### src/mips_pkg.sv
package mips_pkg;

	////////////////////////////////////////
	// widths
	////////////////////////////////////////

	// data path and address width
	localparam int xlen = 32;
	// register file address width
	localparam int reg_addr_w = 5;

	////////////////////////////////////////
	// opcodes and funct codes
	////////////////////////////////////////

	localparam logic [5:0] op_rtype = 6'b000000;
	localparam logic [5:0] op_lw    = 6'b100011;
	localparam logic [5:0] op_sw    = 6'b101011;

	// only the low four bits are compared in the alu control
	localparam logic [5:0] funct_add = 6'b100000;
	localparam logic [5:0] funct_sub = 6'b100010;
	localparam logic [5:0] funct_and = 6'b100100;
	localparam logic [5:0] funct_or  = 6'b100101;
	localparam logic [5:0] funct_slt = 6'b101010;
	localparam logic [5:0] funct_nor = 6'b100111;

	////////////////////////////////////////
	// alu operations and forwarding selects
	////////////////////////////////////////

	localparam logic [3:0] alu_and = 4'b0000;
	localparam logic [3:0] alu_or  = 4'b0001;
	localparam logic [3:0] alu_add = 4'b0010;
	localparam logic [3:0] alu_sub = 4'b0110;
	localparam logic [3:0] alu_slt = 4'b0111;
	localparam logic [3:0] alu_nor = 4'b1100;

	// operand from id/ex, from ex/mem result, from write-back
	localparam logic [1:0] fwd_reg = 2'b00;
	localparam logic [1:0] fwd_mem = 2'b01;
	localparam logic [1:0] fwd_wb  = 2'b10;

	////////////////////////////////////////
	// instruction word
	////////////////////////////////////////

	// same 32 bits seen as R format or as I format (lw/sw)
	typedef union packed {
		struct packed {
			logic [5:0] op;
			logic [4:0] rs;
			logic [4:0] rt;
			logic [4:0] rd;
			logic [4:0] shamt;
			logic [5:0] funct;
		} r;
		struct packed {
			logic [5:0] op;
			logic [4:0] rs;
			logic [4:0] rt;
			logic [15:0] imm;
		} i;
	} instr_t;

endpackage

### src/mem_writeback.sv
`timescale 1ns/1ps

module mem_writeback import mips_pkg::*; #(
	parameter int dmem_depth = 64
) (
	input  logic                  clk,
	input  logic                  rst,
	input  logic [xlen-1:0]       mem_alu_result,
	input  logic [xlen-1:0]       mem_store_data,
	input  logic [reg_addr_w-1:0] mem_dest,
	input  logic                  mem_reg_write,
	input  logic                  mem_mem_read,
	input  logic                  mem_mem_write,
	input  logic                  mem_mem_to_reg,
	output logic                  wb_en,
	output logic [reg_addr_w-1:0] wb_addr,
	output logic [xlen-1:0]       wb_data
);

	localparam int aw = $clog2(dmem_depth);

	logic [xlen-1:0] dmem [dmem_depth];
	logic [aw-1:0] word_idx;
	logic [xlen-1:0] load_data;
	logic [xlen-1:0] wb_load, wb_alu;
	logic wb_mem_to_reg;

	////////////////////////////////////////
	// data memory
	////////////////////////////////////////

	// word address, wraps at the memory depth
	assign word_idx = mem_alu_result[aw+1:2];

	always_ff @(posedge clk or posedge rst) begin
		if (rst) begin
			for (int k = 0; k < dmem_depth; k++) begin
				dmem[k] <= '0;
			end
		end else if (mem_mem_write) begin
			dmem[word_idx] <= mem_store_data;
		end
	end

	// asynchronous read in the mem stage
	assign load_data = mem_mem_read ? dmem[word_idx] : '0;

	////////////////////////////////////////
	// mem/wb and write-back select
	////////////////////////////////////////

	always_ff @(posedge clk or posedge rst) begin
		if (rst) begin
			wb_en <= 1'b0;
			wb_mem_to_reg <= 1'b0;
		end else begin
			wb_en <= mem_reg_write;
			wb_mem_to_reg <= mem_mem_to_reg;
		end
	end

	always_ff @(posedge clk) begin
		wb_addr <= mem_dest;
		wb_load <= load_data;
		wb_alu <= mem_alu_result;
	end

	assign wb_data = wb_mem_to_reg ? wb_load : wb_alu;

endmodule

### config.mk
export PLATFORM = sky130hd
export DESIGN_NAME = mem_writeback
export DESIGN_NICKNAME = d
export VERILOG_FILES = /design/src/mips_pkg.sv /design/src/mem_writeback.sv
export SDC_FILE = /design/constraint.sdc
export NUM_CORES = 2
export LEC_CHECK = 0
export ABC_AREA = 1
export BUFFER_PORTS_ARGS = -buffer_cell sky130_fd_sc_hd__buf_2
export CAP_MARGIN = 20
export CORE_MARGIN = 8
export CORE_UTILIZATION = 55
export CTS_CLUSTER_SIZE = 30
export DETAILED_ROUTE_END_ITERATION = 8
export GPL_ROUTABILITY_DRIVEN = 0
export PLACE_DENSITY_LB_ADDON = 0.15
export RECOVER_POWER = 100
export SYNTH_ARGS = -nofsm -noshare
export SYNTH_HDL_FRONTEND = slang
export SYNTH_SLANG_ARGS = --single-unit
### constraint.sdc
create_clock -name clk -period 83.3 [get_ports clk]
set_clock_uncertainty 0.1 [all_clocks]
set_input_delay 4.165 -clock clk [delete_from_list [all_inputs] [get_ports clk]]
set_output_delay 4.165 -clock clk [all_outputs]
set_load 0.1 [all_outputs]
==> results by group <==
Layout
  – P&R area growth vs syn: 8.407%
  – Final instance area: 106,100 µm²
  – Top Registers: dmem: 2048 flops, wb_alu: 32 flops, wb_load: 32 flops
  – Max reg flops: 2,048
  – Final Util: 0.5974
  – Flip-flop and latch area: 52,680 µm²
  – Top reg by flops: dmem
  – # fillers: 16,439
  – Commonest non-fill, non-tap cell in the layout: nand2_1
  – # nets final: 12,811
  – Multi-input gate area: 40,580 µm²
  – Share of layout cells above drive strength 1: 0.04890
  – Commonest cells after routing, fill and taps aside: nand2_1 (6,909), dfrtp_1 (2,049), o21ai_0 (1,581)

STA
  – Final setup viols: 0
  – Worst slew pin tran: 9.345 ns
  – Max Fclk: 0.03731 GHz
  – RSZ-0062 raised after global routing: false
  – Pins Over Slew Limit: 7,347
  – Worst slew margin: -5.230
  – Final worst path period share: 0.3218
  – Final hold vios: 0
  – Tmin final: 26.80 ns
  – Final setup TNS: 0 ns
  – Final hold slack: 0.3818 ns

Detailed routing
  – ANT nets after route: 0
  – Drt drc: 0
  – Routed len/inst: 20.21 µm
  – DR vias/cell: 5.584
  – Initial drt markers: 8,943
  – DR vias: 85,371
  – First-pass detailed-route iteration total: 6
  – Routed Wire Length: 309.0 mm

Synthesis
  – YS warnings: 0
  – Post-synth ARST share: 0.9674
  – Post-Synthesis Cells: 13,236
  – Yosys reg bits: 2,119
  – Post-synth net total: 13,311
  – Synth top area cells: dfrtp_1 (52%), nand2_1 (27%), o21ai_0 (7.8%)
  – Sequential share of the synthesized area: 0.5381
  – Synth unique cells: 24
  – Yosys top cell area share: 0.5240
  – Synth Cell Area: 97,900 µm²
  – Synth area leader: dfrtp_1
  – EDFF count, synth: 0
  – Main synth FF type: dfrtp_1
  – Syn_area_per_cell: 7.396 µm²

Critical path
  – WP buf/inv: 9
  – Crit path max-delay family: buffers and inverters
  – Cell mode on critical path: clkbuf_1
  – Slowest cell delay on critical path: 6.16 ns
  – Reg2reg path depth: 10
  – Worst R2R End: wb_load[14]
  – Largest fanout on the critical path: 164
  – Slowest cell on crit path: clkbuf_1
  – Crit path capture type: asynchronous set/reset pin
  – FF-to-FF setup slack: 80.80 ns
  – WP data arrival: 27.15 ns
  – CP Launch Type: input pin
  – CP Cell Sequence: buf_2 -> clkinvlp_2 -> clkbuf_1 -> clkbuf_1 -> clkbuf_1 -> clkbuf_1 -> clkbuf_1 -> clkbuf_1 -> clkbuf_1
  – Worst Path Required: 83.65 ns
  – Critical path class: in2async
  – Reg2reg start: dmem[494]

Global route
  – GRT Util Overall: 0.3175
  – Initial antenna violation count: 14
  – Largest net degree at the start of global routing: 183
  – Gr ovfl total: 0
  – Vias in the first global route: 80,545
  – Global-route wire length before repair: 478.1 mm

Placement
  – Placed instance area: 99,050 µm²
  – I/O Buffers: 112
  – DP Wirelength: 168.5 mm

Clocking
  – Clock Tree Root: clkbuf_16
  – CTS resizes: 0
  – Total CTS buffers: 221
  – Clock transition at path regs: 0.06 ns
  – CTS tree: done
  – # Post-CTS Setup Buffers: 0
  – H-tree depth: 4
  – Clk buf depth: 3
  – Clock Sinks: 2,119
  – Clock Latency Late Sink: 0.86 ns
  – Hold-fix buffers, CTS: 0

Pwr
  – Switch share: 0.2812
  – Combinational group share of total power: 0.144
  – Cell Int Power: 0.001924 W
  – Clock Power Share: 0.383
  – Worst VDD drop: 18.99 µV
  – Switching pwr: 0.0007529 W
  – Pwr dens: 25.23 nW/µm²
  – Seq pwr share: 0.472
  – Final Power: 0.002677 W
  – Standby leakage power: 54.75 nW

Floorplanning
  – Die W: 437.9 µm
  – IO Pins: 113
  – DIE AREA: 191,800 µm²
  – Initial core utilization: 0.5511
  – Rows: 155
  – Core Area: 177,600 µm²
  – Vert. Die Dim: 437.9 µm

Hold path
  – Hold path startpoint: dmem[1901]
  – Hold Crit Endpoint: dmem[1901]
  – WHS Path Cells: 2
  – Hold WC Path Type: reg2reg

Outcome
  – Failing checks: capacitance limit, slew limit
  – Status: finished with violations

Job
  – Max Cap Violations: 108
[logic make-up (layout without fill, tap and decap cells)]
logic type	Yosys count	after routing	share of synthesized area
AND/OR/NAND/NOR	7658	7658	0.2955
AO/OA/AOI/OAI	2223	2223	0.1139
flip-flops	2119	2119	0.5381
buffers and inverters	1204	893	0.04881
multiplexers	32	32	0.003681
other	0	8	0
[layout make-up]
| type | instances | area share |
|---|---|---|
| Antenna cell | 8 | 0.0001886 |
| Multi-Input combinational cell | 9913 | 0.3823 |
| Clock inverter | 68 | 0.008665 |
| Tap cell | 2355 | 0.02776 |
| Sequential cell | 2119 | 0.4964 |
| Inverter | 198 | 0.007168 |
| Clock buffer | 344 | 0.06320 |
| Timing Repair Buffer | 283 | 0.01428 |
[synthesized netlist by cell type, types with 20 or more instances]
cell type	instances
nand2_1	6920
clkbuf_1	756
a21oi_1	631
mux2_2	32
nor2_1	683
o21ai_0	1526
nor2_2	20
dfrtp_1	2050
dfxtp_1	69
o21ai_1	58
buf_2	198
nand2_2	22
buf_1	50
inv_1	187
[metrics by stage]
step	std cells	worst slack (ns)
6_report	15288	56.50
5_1_grt	15283	52.24
4_1_cts	15276	73.88
3_5_place_dp	14864	72.98
3_3_place_gp	14864	73.12
2_1_floorplan	13236	21.13
[worst register-to-register path, delay by kind of cell, from the launching register on]
kind            cells  cell delay (ns)
simple gates        7             1.52
flops               1             0.37
buf+inv             1             0.10
compound gates      2             0.27
[power groups by stage]
stage          clock (W)  combinational (W)  sequential [W]
2_1_floorplan          0           0.000293         0.00127
3_3_place_gp           0           0.000372         0.00127
3_5_place_dp           0           0.000384         0.00128
4_1_cts          0.00104           0.000386         0.00126
5_1_grt          0.00108           0.000446         0.00128
6_report         0.00103           0.000387         0.00126
[metal layers]
layer  global-route usage  vias up  share of wire
met1               0.4311    40984           0.41
met2               0.5078     3490           0.45
li1                     -    40211              -
met3              0.05230      684          0.083
met4               0.1378        2          0.049
met5                    0        -       0.000045
[worst max-delay path by stage]
stage | slack (ns) | end | depth (start not counted) | startpoint
finish | 56.50 | dmem[1680] | 9 | rst
CTS | 73.88 | dmem[1694] | 8 | rst
global route | 52.24 | dmem[1715] | 9 | rst
floorplan | 21.13 | dmem[0] | 1 | rst
global placement | 73.12 | dmem[1555] | 8 | rst
detailed placement | 72.98 | dmem[1555] | 8 | rst
Note: power is estimated with default switching activity, not from simulation.
