`src/mips_pkg.sv`:
```
package mips_pkg;

	////////////////////////////////////////
	// widths
	////////////////////////////////////////

	// data path and address width
	localparam int xlen = 32;
	// register file address width
	localparam int reg_addr_w = 5;

	////////////////////////////////////////
	// opcodes and funct codes
	////////////////////////////////////////

	localparam logic [5:0] op_rtype = 6'b000000;
	localparam logic [5:0] op_lw    = 6'b100011;
	localparam logic [5:0] op_sw    = 6'b101011;

	// only the low four bits are compared in the alu control
	localparam logic [5:0] funct_add = 6'b100000;
	localparam logic [5:0] funct_sub = 6'b100010;
	localparam logic [5:0] funct_and = 6'b100100;
	localparam logic [5:0] funct_or  = 6'b100101;
	localparam logic [5:0] funct_slt = 6'b101010;
	localparam logic [5:0] funct_nor = 6'b100111;

	////////////////////////////////////////
	// alu operations and forwarding selects
	////////////////////////////////////////

	localparam logic [3:0] alu_and = 4'b0000;
	localparam logic [3:0] alu_or  = 4'b0001;
	localparam logic [3:0] alu_add = 4'b0010;
	localparam logic [3:0] alu_sub = 4'b0110;
	localparam logic [3:0] alu_slt = 4'b0111;
	localparam logic [3:0] alu_nor = 4'b1100;

	// operand from id/ex, from ex/mem result, from write-back
	localparam logic [1:0] fwd_reg = 2'b00;
	localparam logic [1:0] fwd_mem = 2'b01;
	localparam logic [1:0] fwd_wb  = 2'b10;

	////////////////////////////////////////
	// instruction word
	////////////////////////////////////////

	// same 32 bits seen as R format or as I format (lw/sw)
	typedef union packed {
		struct packed {
			logic [5:0] op;
			logic [4:0] rs;
			logic [4:0] rt;
			logic [4:0] rd;
			logic [4:0] shamt;
			logic [5:0] funct;
		} r;
		struct packed {
			logic [5:0] op;
			logic [4:0] rs;
			logic [4:0] rt;
			logic [15:0] imm;
		} i;
	} instr_t;

endpackage

```
`src/exec_stage.sv`:
```
`timescale 1ns/1ps

module exec_stage import mips_pkg::*; (
	input  logic                  clk,
	input  logic                  rst,
	input  logic [reg_addr_w-1:0] ex_rs,
	input  logic [reg_addr_w-1:0] ex_rt,
	input  logic [reg_addr_w-1:0] ex_rd,
	input  logic [xlen-1:0]       ex_rd1,
	input  logic [xlen-1:0]       ex_rd2,
	input  logic [xlen-1:0]       ex_imm,
	input  logic                  ex_reg_dst,
	input  logic                  ex_alu_src,
	input  logic [1:0]            ex_alu_op,
	input  logic                  ex_mem_read,
	input  logic                  ex_mem_write,
	input  logic                  ex_reg_write,
	input  logic                  ex_mem_to_reg,
	input  logic                  wb_en,
	input  logic [reg_addr_w-1:0] wb_addr,
	input  logic [xlen-1:0]       wb_data,
	output logic [xlen-1:0]       mem_alu_result,
	output logic [xlen-1:0]       mem_store_data,
	output logic [reg_addr_w-1:0] mem_dest,
	output logic                  mem_reg_write,
	output logic                  mem_mem_read,
	output logic                  mem_mem_write,
	output logic                  mem_mem_to_reg
);

	instr_t imm_view;
	logic [1:0] sel_a, sel_b;
	logic [xlen-1:0] opnd_a, opnd_b, fwd_b, alu_res;
	logic [3:0] alu_ctrl;

	// mem stage first, then write-back; register 0 never forwarded
	function automatic logic [1:0] fwd_select(input logic [reg_addr_w-1:0] src,
		input logic mem_we, input logic [reg_addr_w-1:0] mem_a,
		input logic wb_we, input logic [reg_addr_w-1:0] wb_a);
		logic [1:0] sel;
		sel = fwd_reg;
		if (mem_we && mem_a != '0 && mem_a == src)
			sel = fwd_mem;
		else if (wb_we && wb_a != '0 && wb_a == src)
			sel = fwd_wb;
		return sel;
	endfunction

	////////////////////////////////////////
	// operand select
	////////////////////////////////////////

	assign sel_a = fwd_select(ex_rs, mem_reg_write, mem_dest, wb_en, wb_addr);
	assign sel_b = fwd_select(ex_rt, mem_reg_write, mem_dest, wb_en, wb_addr);

	assign opnd_a = (sel_a == fwd_mem) ? mem_alu_result :
		(sel_a == fwd_wb) ? wb_data : ex_rd1;
	// also the store data
	assign fwd_b = (sel_b == fwd_mem) ? mem_alu_result :
		(sel_b == fwd_wb) ? wb_data : ex_rd2;
	assign opnd_b = ex_alu_src ? ex_imm : fwd_b;

	////////////////////////////////////////
	// alu control and alu
	////////////////////////////////////////

	// immediate low half is the instruction low half, so funct sits in r view
	assign imm_view = ex_imm;

	always_comb begin
		alu_ctrl = alu_add;
		if (ex_alu_op[1]) begin
			case (imm_view.r.funct[3:0])
				funct_add[3:0]: alu_ctrl = alu_add;
				funct_sub[3:0]: alu_ctrl = alu_sub;
				funct_and[3:0]: alu_ctrl = alu_and;
				funct_or[3:0]:  alu_ctrl = alu_or;
				funct_slt[3:0]: alu_ctrl = alu_slt;
				funct_nor[3:0]: alu_ctrl = alu_nor;
				// alu gives zero for an unknown funct
				default:        alu_ctrl = 4'b1111;
			endcase
		end
	end

	always_comb begin
		case (alu_ctrl)
			alu_and: alu_res = opnd_a & opnd_b;
			alu_or:  alu_res = opnd_a | opnd_b;
			alu_add: alu_res = opnd_a + opnd_b;
			alu_sub: alu_res = opnd_a - opnd_b;
			alu_slt: alu_res = xlen'($signed(opnd_a) < $signed(opnd_b));
			alu_nor: alu_res = ~(opnd_a | opnd_b);
			default: alu_res = '0;
		endcase
	end

	////////////////////////////////////////
	// ex/mem
	////////////////////////////////////////

	always_ff @(posedge clk or posedge rst) begin
		if (rst) begin
			{mem_reg_write, mem_mem_read, mem_mem_write, mem_mem_to_reg} <= '0;
		end else begin
			mem_reg_write <= ex_reg_write;
			mem_mem_read <= ex_mem_read;
			mem_mem_write <= ex_mem_write;
			mem_mem_to_reg <= ex_mem_to_reg;
		end
	end

	always_ff @(posedge clk) begin
		mem_alu_result <= alu_res;
		mem_store_data <= fwd_b;
		// rd for R type, rt for loads
		mem_dest <= ex_reg_dst ? ex_rd : ex_rt;
	end

endmodule

```
`config.mk`:
```
export PLATFORM = sky130hd
export DESIGN_NAME = exec_stage
export DESIGN_NICKNAME = d
export VERILOG_FILES = /design/src/mips_pkg.sv /design/src/exec_stage.sv
export SDC_FILE = /design/constraint.sdc
export NUM_CORES = 1
export LEC_CHECK = 0
export BUFFER_PORTS_ARGS = -buffer_cell sky130_fd_sc_hd__buf_2
export CORE_MARGIN = 5
export CORE_UTILIZATION = 35
export CTS_BUF_LIST = sky130_fd_sc_hd__clkbuf_2 sky130_fd_sc_hd__clkbuf_4 sky130_fd_sc_hd__clkbuf_8
export CTS_CLUSTER_DIAMETER = 60
export CTS_CLUSTER_SIZE = 14
export DETAILED_ROUTE_END_ITERATION = 7
export GPL_TIMING_DRIVEN = 1
export HOLD_SLACK_MARGIN = 0.03
export SLEW_MARGIN = 10
export SYNTH_ARGS = -nofsm -noshare
export SYNTH_HDL_FRONTEND = slang
export SYNTH_SLANG_ARGS = --single-unit
```
`constraint.sdc`:
```
create_clock -name clk -period 6.4 [get_ports clk]
set_clock_uncertainty 0.15 [all_clocks]
set_input_delay 0.64 -clock clk [delete_from_list [all_inputs] [get_ports clk]]
set_output_delay 0.64 -clock clk [all_outputs]
set_load 0.01 [all_outputs]
```
==> run summary, run 1 <==
Core Area -> 24180 sq um
Cell class contributing the biggest share of worst-path delay -> compound AO/OA/AOI/OAI gates
RR Startpoint -> mem_dest[3]
Crit-path max FO -> 19
Syn Std Cell Area -> 8544 sq um
Post-cts resize count -> 0
Number of global-route vias before repair -> 8913
Total I/O pin count -> 232
Hold path depth -> 1
DIE WIDTH -> 166.2 um
CP arrival -> 5.77 ns
WP buf/inv -> 3
Initial DRC Count -> 540
Die area -> 27640 sq um
Worst Reg-to-Reg Cells -> 23
Post-route antenna net violation count -> 0
Number of buffers on the longest clock path -> 2
Overflow after GRT -> 0
Achievable Freq -> 0.1767 GHz
Gr usage total -> 0.2064
Min-Delay Endpoint -> mem_reg_write
CP max-delay cell -> or4_4
Overall Power -> 1.958 mW
Commonest cells after routing, fill and taps aside -> 230 x buf_2, 94 x nand2_1, 91 x inv_1, 91 x o21ai_0, 86 x ha_1
Slew Limit Headroom -> 0.4545
Die Span Y -> 166.2 um
Slew Limit Fails -> 0
Vias per cell -> 5.436
Routed len/inst -> 18.03 um
Syn_area_per_cell -> 7.691 sq um
HP Class -> primary input to register
P per Cell Area -> 188.5 nW/um^2
Final wirelength -> 29940 um
CP max stage delay -> 0.57 ns
Crit-path cells -> or4_4 > o2111ai_2 > nor2_4 > buf_4 > nand2_1 > o21ai_0 > mux2_2 > ha_1 > inv_1 > fa_1 > nor2b_1 > o21ai_0 > a21boi_0 > o21ai_0 > a211oi_1 > o31ai_1 > a31oi_1 > nor3b_2 > a31oi_1 > buf_4 > a41oi_1 > mux2i_1 > nand4_1
Final setup viols -> 0
Antenna violations before repair -> 0
Detailed-route via count -> 9024
Crit. End Element -> register
Commonest non-fill, non-tap cell in the layout -> buf_2
Post-synthesis sequential area ratio -> 0.1734
Worst hold start -> ex_reg_write
CP most frequent cell -> o21ai_0
DR pass1 iterations -> 7
Tightest Pin Transition -> 0.8182 ns
Root buffer cell -> clkbuf_8
Distinct cells, synth -> 88
Minimum clock period -> 5.660 ns
CP Launch Type -> register
Post-synth top flop -> dfxtp_1
Global-route wire length before repair -> 46910 um
Nets@finish -> 1578
Post-CTS setup buffer count -> 0
Reg2reg setup slack -> 0.74 ns
Clock-pin slew on the worst setup and hold paths -> 0.10 ns
DRC -> 0
Largest net degree at the start of global routing -> 38
RePlAce Congestion -> 0.9267
Reg-to-reg critical path endpoint -> mem_alu_result[24]
Worst Path Required -> 6.51 ns
Detailed placer's ending HPWL -> 23130 um
Later-pin clock latency in the skew report -> 0.39 ns
Initial Util -> 0.3534
VDD IR max -> 0.00008623 V
Final Hold Violating Endpoints -> 0
CTS tree -> built
Total negative slack -> 0 ns
Layout cells sized above 1 -> 0.2605
CTS Buf Count -> 9
Row count -> 57
Maxcap violations -> 0
Number of port buffers -> 230
Ant diodes -> 0
Part of the cycle the worst path needs -> 0.8844
Status -> finished clean
Post-synth EDFFs -> 0
Fill cells -> 2492
Cts hold-fix bufs -> 1
Syn Nets -> 1358
H-tree depth -> 3
Synth async-reset ratio -> 0.05479
Critical path class -> register to register
Top flop regs -> mem_alu_result: 32 flops, mem_store_data: 32 flops, mem_dest: 5 flops
Synthesis Warnings -> 0
Unrepaired setup endpoints after global routing -> false
Layout area overhead -> 21.57%
CTS sink count -> 73
P_leak -> 4.507 nW
Seq cells post-synth -> 73
Synth Instances -> 1111
## metal layers
layer | GRT usage | wire, um | part of all wire | vias up
met4 | 0.07435 | 754 | 0.025 | 0
met1 | 0.2720 | 13720 | 0.46 | 4200
li1 | - | - | - | 4477
met2 | 0.3425 | 13890 | 0.46 | 301
met5 | 0 | 0 | 0 | -
met3 | 0.03261 | 1574 | 0.053 | 46
## cells in the mapped netlist, drive strengths merged (5+ instances only)
cell type,instances,area (sq um)
nor3,15,75.07
nor2,86,322.8
or2,8,50.05
o221a,5,56.30
o21ai,96,480.5
a21o,7,52.55
a211oi,15,112.6
buf,8,35.03
mux2i,58,580.6
nor4,6,37.54
a311oi,7,61.31
a21oi,60,300.3
a221oi,14,140.1
clkbuf,45,168.9
nor3b,5,42.54
inv,91,341.6
o211ai,8,78.82
or4,7,60.06
o31ai,10,88.83
a31oi,20,152.6
mux2,30,337.8
dfxtp,69,1381
o21a,33,247.7
o211a,5,50.05
xnor2,56,490.5
o22ai,6,37.54
o21bai,12,90.09
a21boi,6,56.31
or3,7,43.79
o221ai,7,67.56
nand2b,13,81.33
a221o,8,80.08
ha,86,1076
a22oi,18,135.1
nand3,21,105.1
nand2,94,352.8
nand4,5,31.28
and2,7,43.80
## through the flow
step / hold slack (ns) / setup slack [ns] / util / instances / area, sq um
3_3_place_gp: 0.3445 / 0.3923 / 0.4211 / 1643 / 10180
2_1_floorplan: 0.2561 / 0.4641 / - / 1111 / 8544
4_1_cts: 0.1725 / 0.6816 / 0.4296 / 1660 / 10390
6_report: 0.1965 / 0.7399 / 0.4296 / 1660 / 10390
5_1_grt: 0.1822 / 0.2747 / 0.4296 / 1660 / 10390
3_5_place_dp: 0.3501 / 0.3419 / 0.4211 / 1643 / 10180
## cells by family after synthesis
group	after synthesis	synth area share
mux	88	0.1075
buf+inv	145	0.06428
flops	73	0.1734
compound gates	371	0.3059
fa+ha+maj	88	0.1306
simple gates	287	0.1579
xor+xnor	59	0.06048
## cell type report
type / instances / area [sq um] / share of cell area
Inverter: 92 / 345.3 / 0.03324
Timing Repair Buffer: 262 / 1394 / 0.1342
Clock buffer: 11 / 138.9 / 0.01337
Sequential cell: 73 / 1481 / 0.1426
Multi-Input combinational cell: 893 / 6565 / 0.6320
Tap cell: 324 / 405.4 / 0.03903
Clock inverter: 5 / 57.56 / 0.005541
## power by group
part / total (mW) / internal (mW) / switching (mW) / leakage (nW)
clock network: 0.411 / 0.189 / 0.222 / 0.0924
logic: 0.966 / 0.404 / 0.562 / 3.79
registers: 0.581 / 0.526 / 0.0546 / 0.628
## worst max path at each step
stage | from | endpoint | slack, ns | cells after the start
3_5_place_dp | ex_rs[3] | mem_alu_result[15] | 0.34 | 21
5_1_grt | mem_dest[3] | mem_alu_result[24] | 0.27 | 23
6_report | mem_dest[3] | mem_alu_result[24] | 0.74 | 23
2_1_floorplan | wb_addr[0] | mem_alu_result[26] | 0.46 | 24
4_1_cts | mem_dest[3] | mem_alu_result[24] | 0.68 | 23
3_3_place_gp | ex_rs[3] | mem_alu_result[15] | 0.39 | 21
Power figures use the tool's default switching activity.
==> inputs of run 2 (changes only) <==
--- a/config.mk
+++ b/config.mk
@@ -9,3 +9,3 @@
 export CORE_MARGIN = 5
-export CORE_UTILIZATION = 35
+export CORE_UTILIZATION = 30
 export CTS_BUF_LIST = sky130_fd_sc_hd__clkbuf_2 sky130_fd_sc_hd__clkbuf_4 sky130_fd_sc_hd__clkbuf_8
==> constraint.sdc (replaced) <==
create_clock -name clk -period 6.4 [get_ports clk]
set_clock_uncertainty 0.15 [all_clocks]
set_input_delay 1.28 -clock clk [delete_from_list [all_inputs] [get_ports clk]]
set_output_delay 1.28 -clock clk [all_outputs]
set_load 0.01 [all_outputs]
==> run 2 against run 1 <==
  * Wire length up 5.4%
  * Clock-buffer cell count did not move
  * Critical path type is now primary input to register
  * Sequential share of layout area fell by 0.79 points
  * First-iteration DRC count increased by 31%
  * Maximum frequency decreased by 8.0%
  * Critical endpoint is now mem_alu_result[15]
  * Combinational power grew 9%
  * Sequential power hardly changed
==> run summary, run 2 (same netlist as run 1, synthesis figures left out) <==
Routed len/inst -> 17.72 um (-1.7%)
Later-pin clock latency in the skew report -> 0.40 ns (about the same)
Layout cells sized above 1 -> 0.2976 (+0.03717)
Slew Limit Fails -> 0 (unchanged)
Detailed placer's ending HPWL -> 24690 um (+6.7%)
Row count -> 61 (+7.0%)
Largest net degree at the start of global routing -> 38 (unchanged)
Hold path depth -> 2 (+1)
Nets@finish -> 1643 (+4.1%)
Worst hold start -> mem_alu_result[30]
Root buffer cell -> clkbuf_8
Cts hold-fix bufs -> 0 (-1)
Worst Path Required -> 6.53 ns (+0.02 ns)
Minimum clock period -> 6.152 ns (+0.4922 ns)
DR pass1 iterations -> 5 (-2)
DRC -> 0 (unchanged)
Top flop regs -> mem_alu_result: 32 flops, mem_store_data: 32 flops, mem_dest: 5 flops
CTS sink count -> 73 (unchanged)
Gr usage total -> 0.1912 (-0.01523)
Post-route antenna net violation count -> 0 (unchanged)
Final wirelength -> 31570 um (+5.4%)
Reg2reg setup slack -> 1.04 ns (+0.30 ns)
Number of global-route vias before repair -> 8968 (+0.62%)
DIE WIDTH -> 178.8 um (+7.5%)
Core Area -> 27930 sq um (+16%)
CP Launch Type -> primary input
Slew Limit Headroom -> 0.4128 (-0.04175)
Final Non-Filler Cells -> 1781 (+7.3%)
Unrepaired setup endpoints after global routing -> false
Overflow after GRT -> 0 (unchanged)
Commonest cells after routing, fill and taps aside -> 230 x buf_2, 97 x buf_4, 94 x nand2_1
Min-Delay Endpoint -> mem_store_data[30]
Number of port buffers -> 230 (unchanged)
Initial DRC Count -> 708 (+31%)
Die Span Y -> 178.8 um (+7.5%)
Total I/O pin count -> 232 (unchanged)
Vias per cell -> 5.232 (-3.8%)
Clock-pin slew on the worst setup and hold paths -> 0.09 ns (about the same)
Critical path class -> primary input to register
Detailed-route via count -> 9318 (+3.3%)
P_leak -> 4.851 nW (+7.6%)
VDD IR max -> 0.0001130 V (+31%)
Initial Util -> 0.3059 (-0.04754)
Maxcap violations -> 0 (unchanged)
Crit-path max FO -> 8 (-11)
Crit. End Element -> register
Part of the cycle the worst path needs -> 0.9613 (+0.07691)
P per Cell Area -> 189.9 nW/um^2 (+0.74%)
Commonest non-fill, non-tap cell in the layout -> buf_2
Die area -> 31960 sq um (+16%)
RR Startpoint -> mem_dest[3]
Tightest Pin Transition -> 0.8787 ns (+0.06054 ns)
Global-route wire length before repair -> 48430 um (+3.2%)
CP arrival -> 6.28 ns (+0.51 ns)
Achievable Freq -> 0.1625 GHz (-8.0%)
Hold WS -> 0.3662 ns (+0.1697 ns)
Reg-to-reg critical path endpoint -> mem_alu_result[15]
CTS tree -> built
Worst Reg-to-Reg Cells -> 20 (-13%)
HP Class -> register to register
H-tree depth -> 3 (unchanged)
Final setup viols -> 0 (unchanged)
Antenna violations before repair -> 2 (+2)
# placed instances -> 1762 (+7.2%)
Final Hold Violating Endpoints -> 0 (unchanged)
RePlAce Congestion -> 0.9122 (-1.6%)
Number of buffers on the longest clock path -> 2 (unchanged)
CTS Buf Count -> 9 (unchanged)
Final WS setup -> 0.2477 ns (-0.4922 ns)
DP Worst Slack -> -0.1914 ns (-0.5332 ns)
Status -> finished clean
Layout area overhead -> 28.73%
[run 2: power breakdown]
part	leakage, nW	switching, mW	internal (mW)
registers	0.628	0.0528	0.526
clock network	0.115	0.216	0.240
logic	4.11	0.589	0.466
total	4.85	0.857	1.23
[run 2: how the worst max path moves through the flow]
stage                     from                  to  slack, ns  cells past startpoint
global route        wb_addr[1]  mem_alu_result[29]      0.005                     23
detailed placement  wb_addr[1]  mem_alu_result[28]      -0.19                     23
finish                ex_rs[3]  mem_alu_result[15]       0.25                     21
floorplan             ex_rs[3]  mem_alu_result[26]       0.02                     21
CTS                 wb_addr[1]  mem_alu_result[28]       0.21                     25
global placement      ex_rs[3]  mem_alu_result[15]      -0.12                     21
[run 2: cell type report]
class                      count  area (sq um)
fill                        2979         16940
multi-input combinational    893          6586
timing repair buffer         327          1879
sequential                    73          1481
tap                          378         473.0
inverter                      92         345.3
clock buffer                  11         151.4
clock inverter                 5         77.57
antenna                        2         5.005
[run 2: worst max-delay path: stages]
cell and delay (ns):
buf_2 0.12, xor2_1 0.18, or4b_2 0.74, nor2_4 0.28, buf_4 0.28, mux2i_1 0.36, o21a_1 0.18, inv_1 0.06
ha_1 0.29, and2_1 0.14, o21ai_0 0.16, o31ai_1 0.12, or2_2 0.28, o221ai_1 0.26, nand3_1 0.14, a21oi_1 0.21
o21ai_1 0.12, a311o_1 0.40, a221oi_1 0.29, a31oi_1 0.07, a221o_1 0.27
[run 2: routing by layer]
metal  share of wire  GRT usage  vias up
met5               0          0        -
met1            0.46     0.2620     4381
met2            0.46     0.3182      305
met3           0.059    0.02636       22
li1                -          -     4610
met4           0.014    0.04541        0
[run 2: stage by stage]
step | power [mW] | utilization | TNS (ns) | area (sq um)
4_1_cts | 2.094 | 0.3930 | 0 | 10980
6_report | 2.089 | 0.3938 | 0 | 11000
3_3_place_gp | 1.621 | 0.3848 | -0.5627 | 10750
3_5_place_dp | 1.629 | 0.3848 | -0.9873 | 10750
5_1_grt | 2.230 | 0.3938 | 0 | 11000
2_1_floorplan | 1.217 | - | 0 | 8549
[run 2: timing repair]
item	4_1_cts	5_1_grt
endpoints found under the setup margin	0	5
setup buffers	0	1
gates resized for setup	0	3
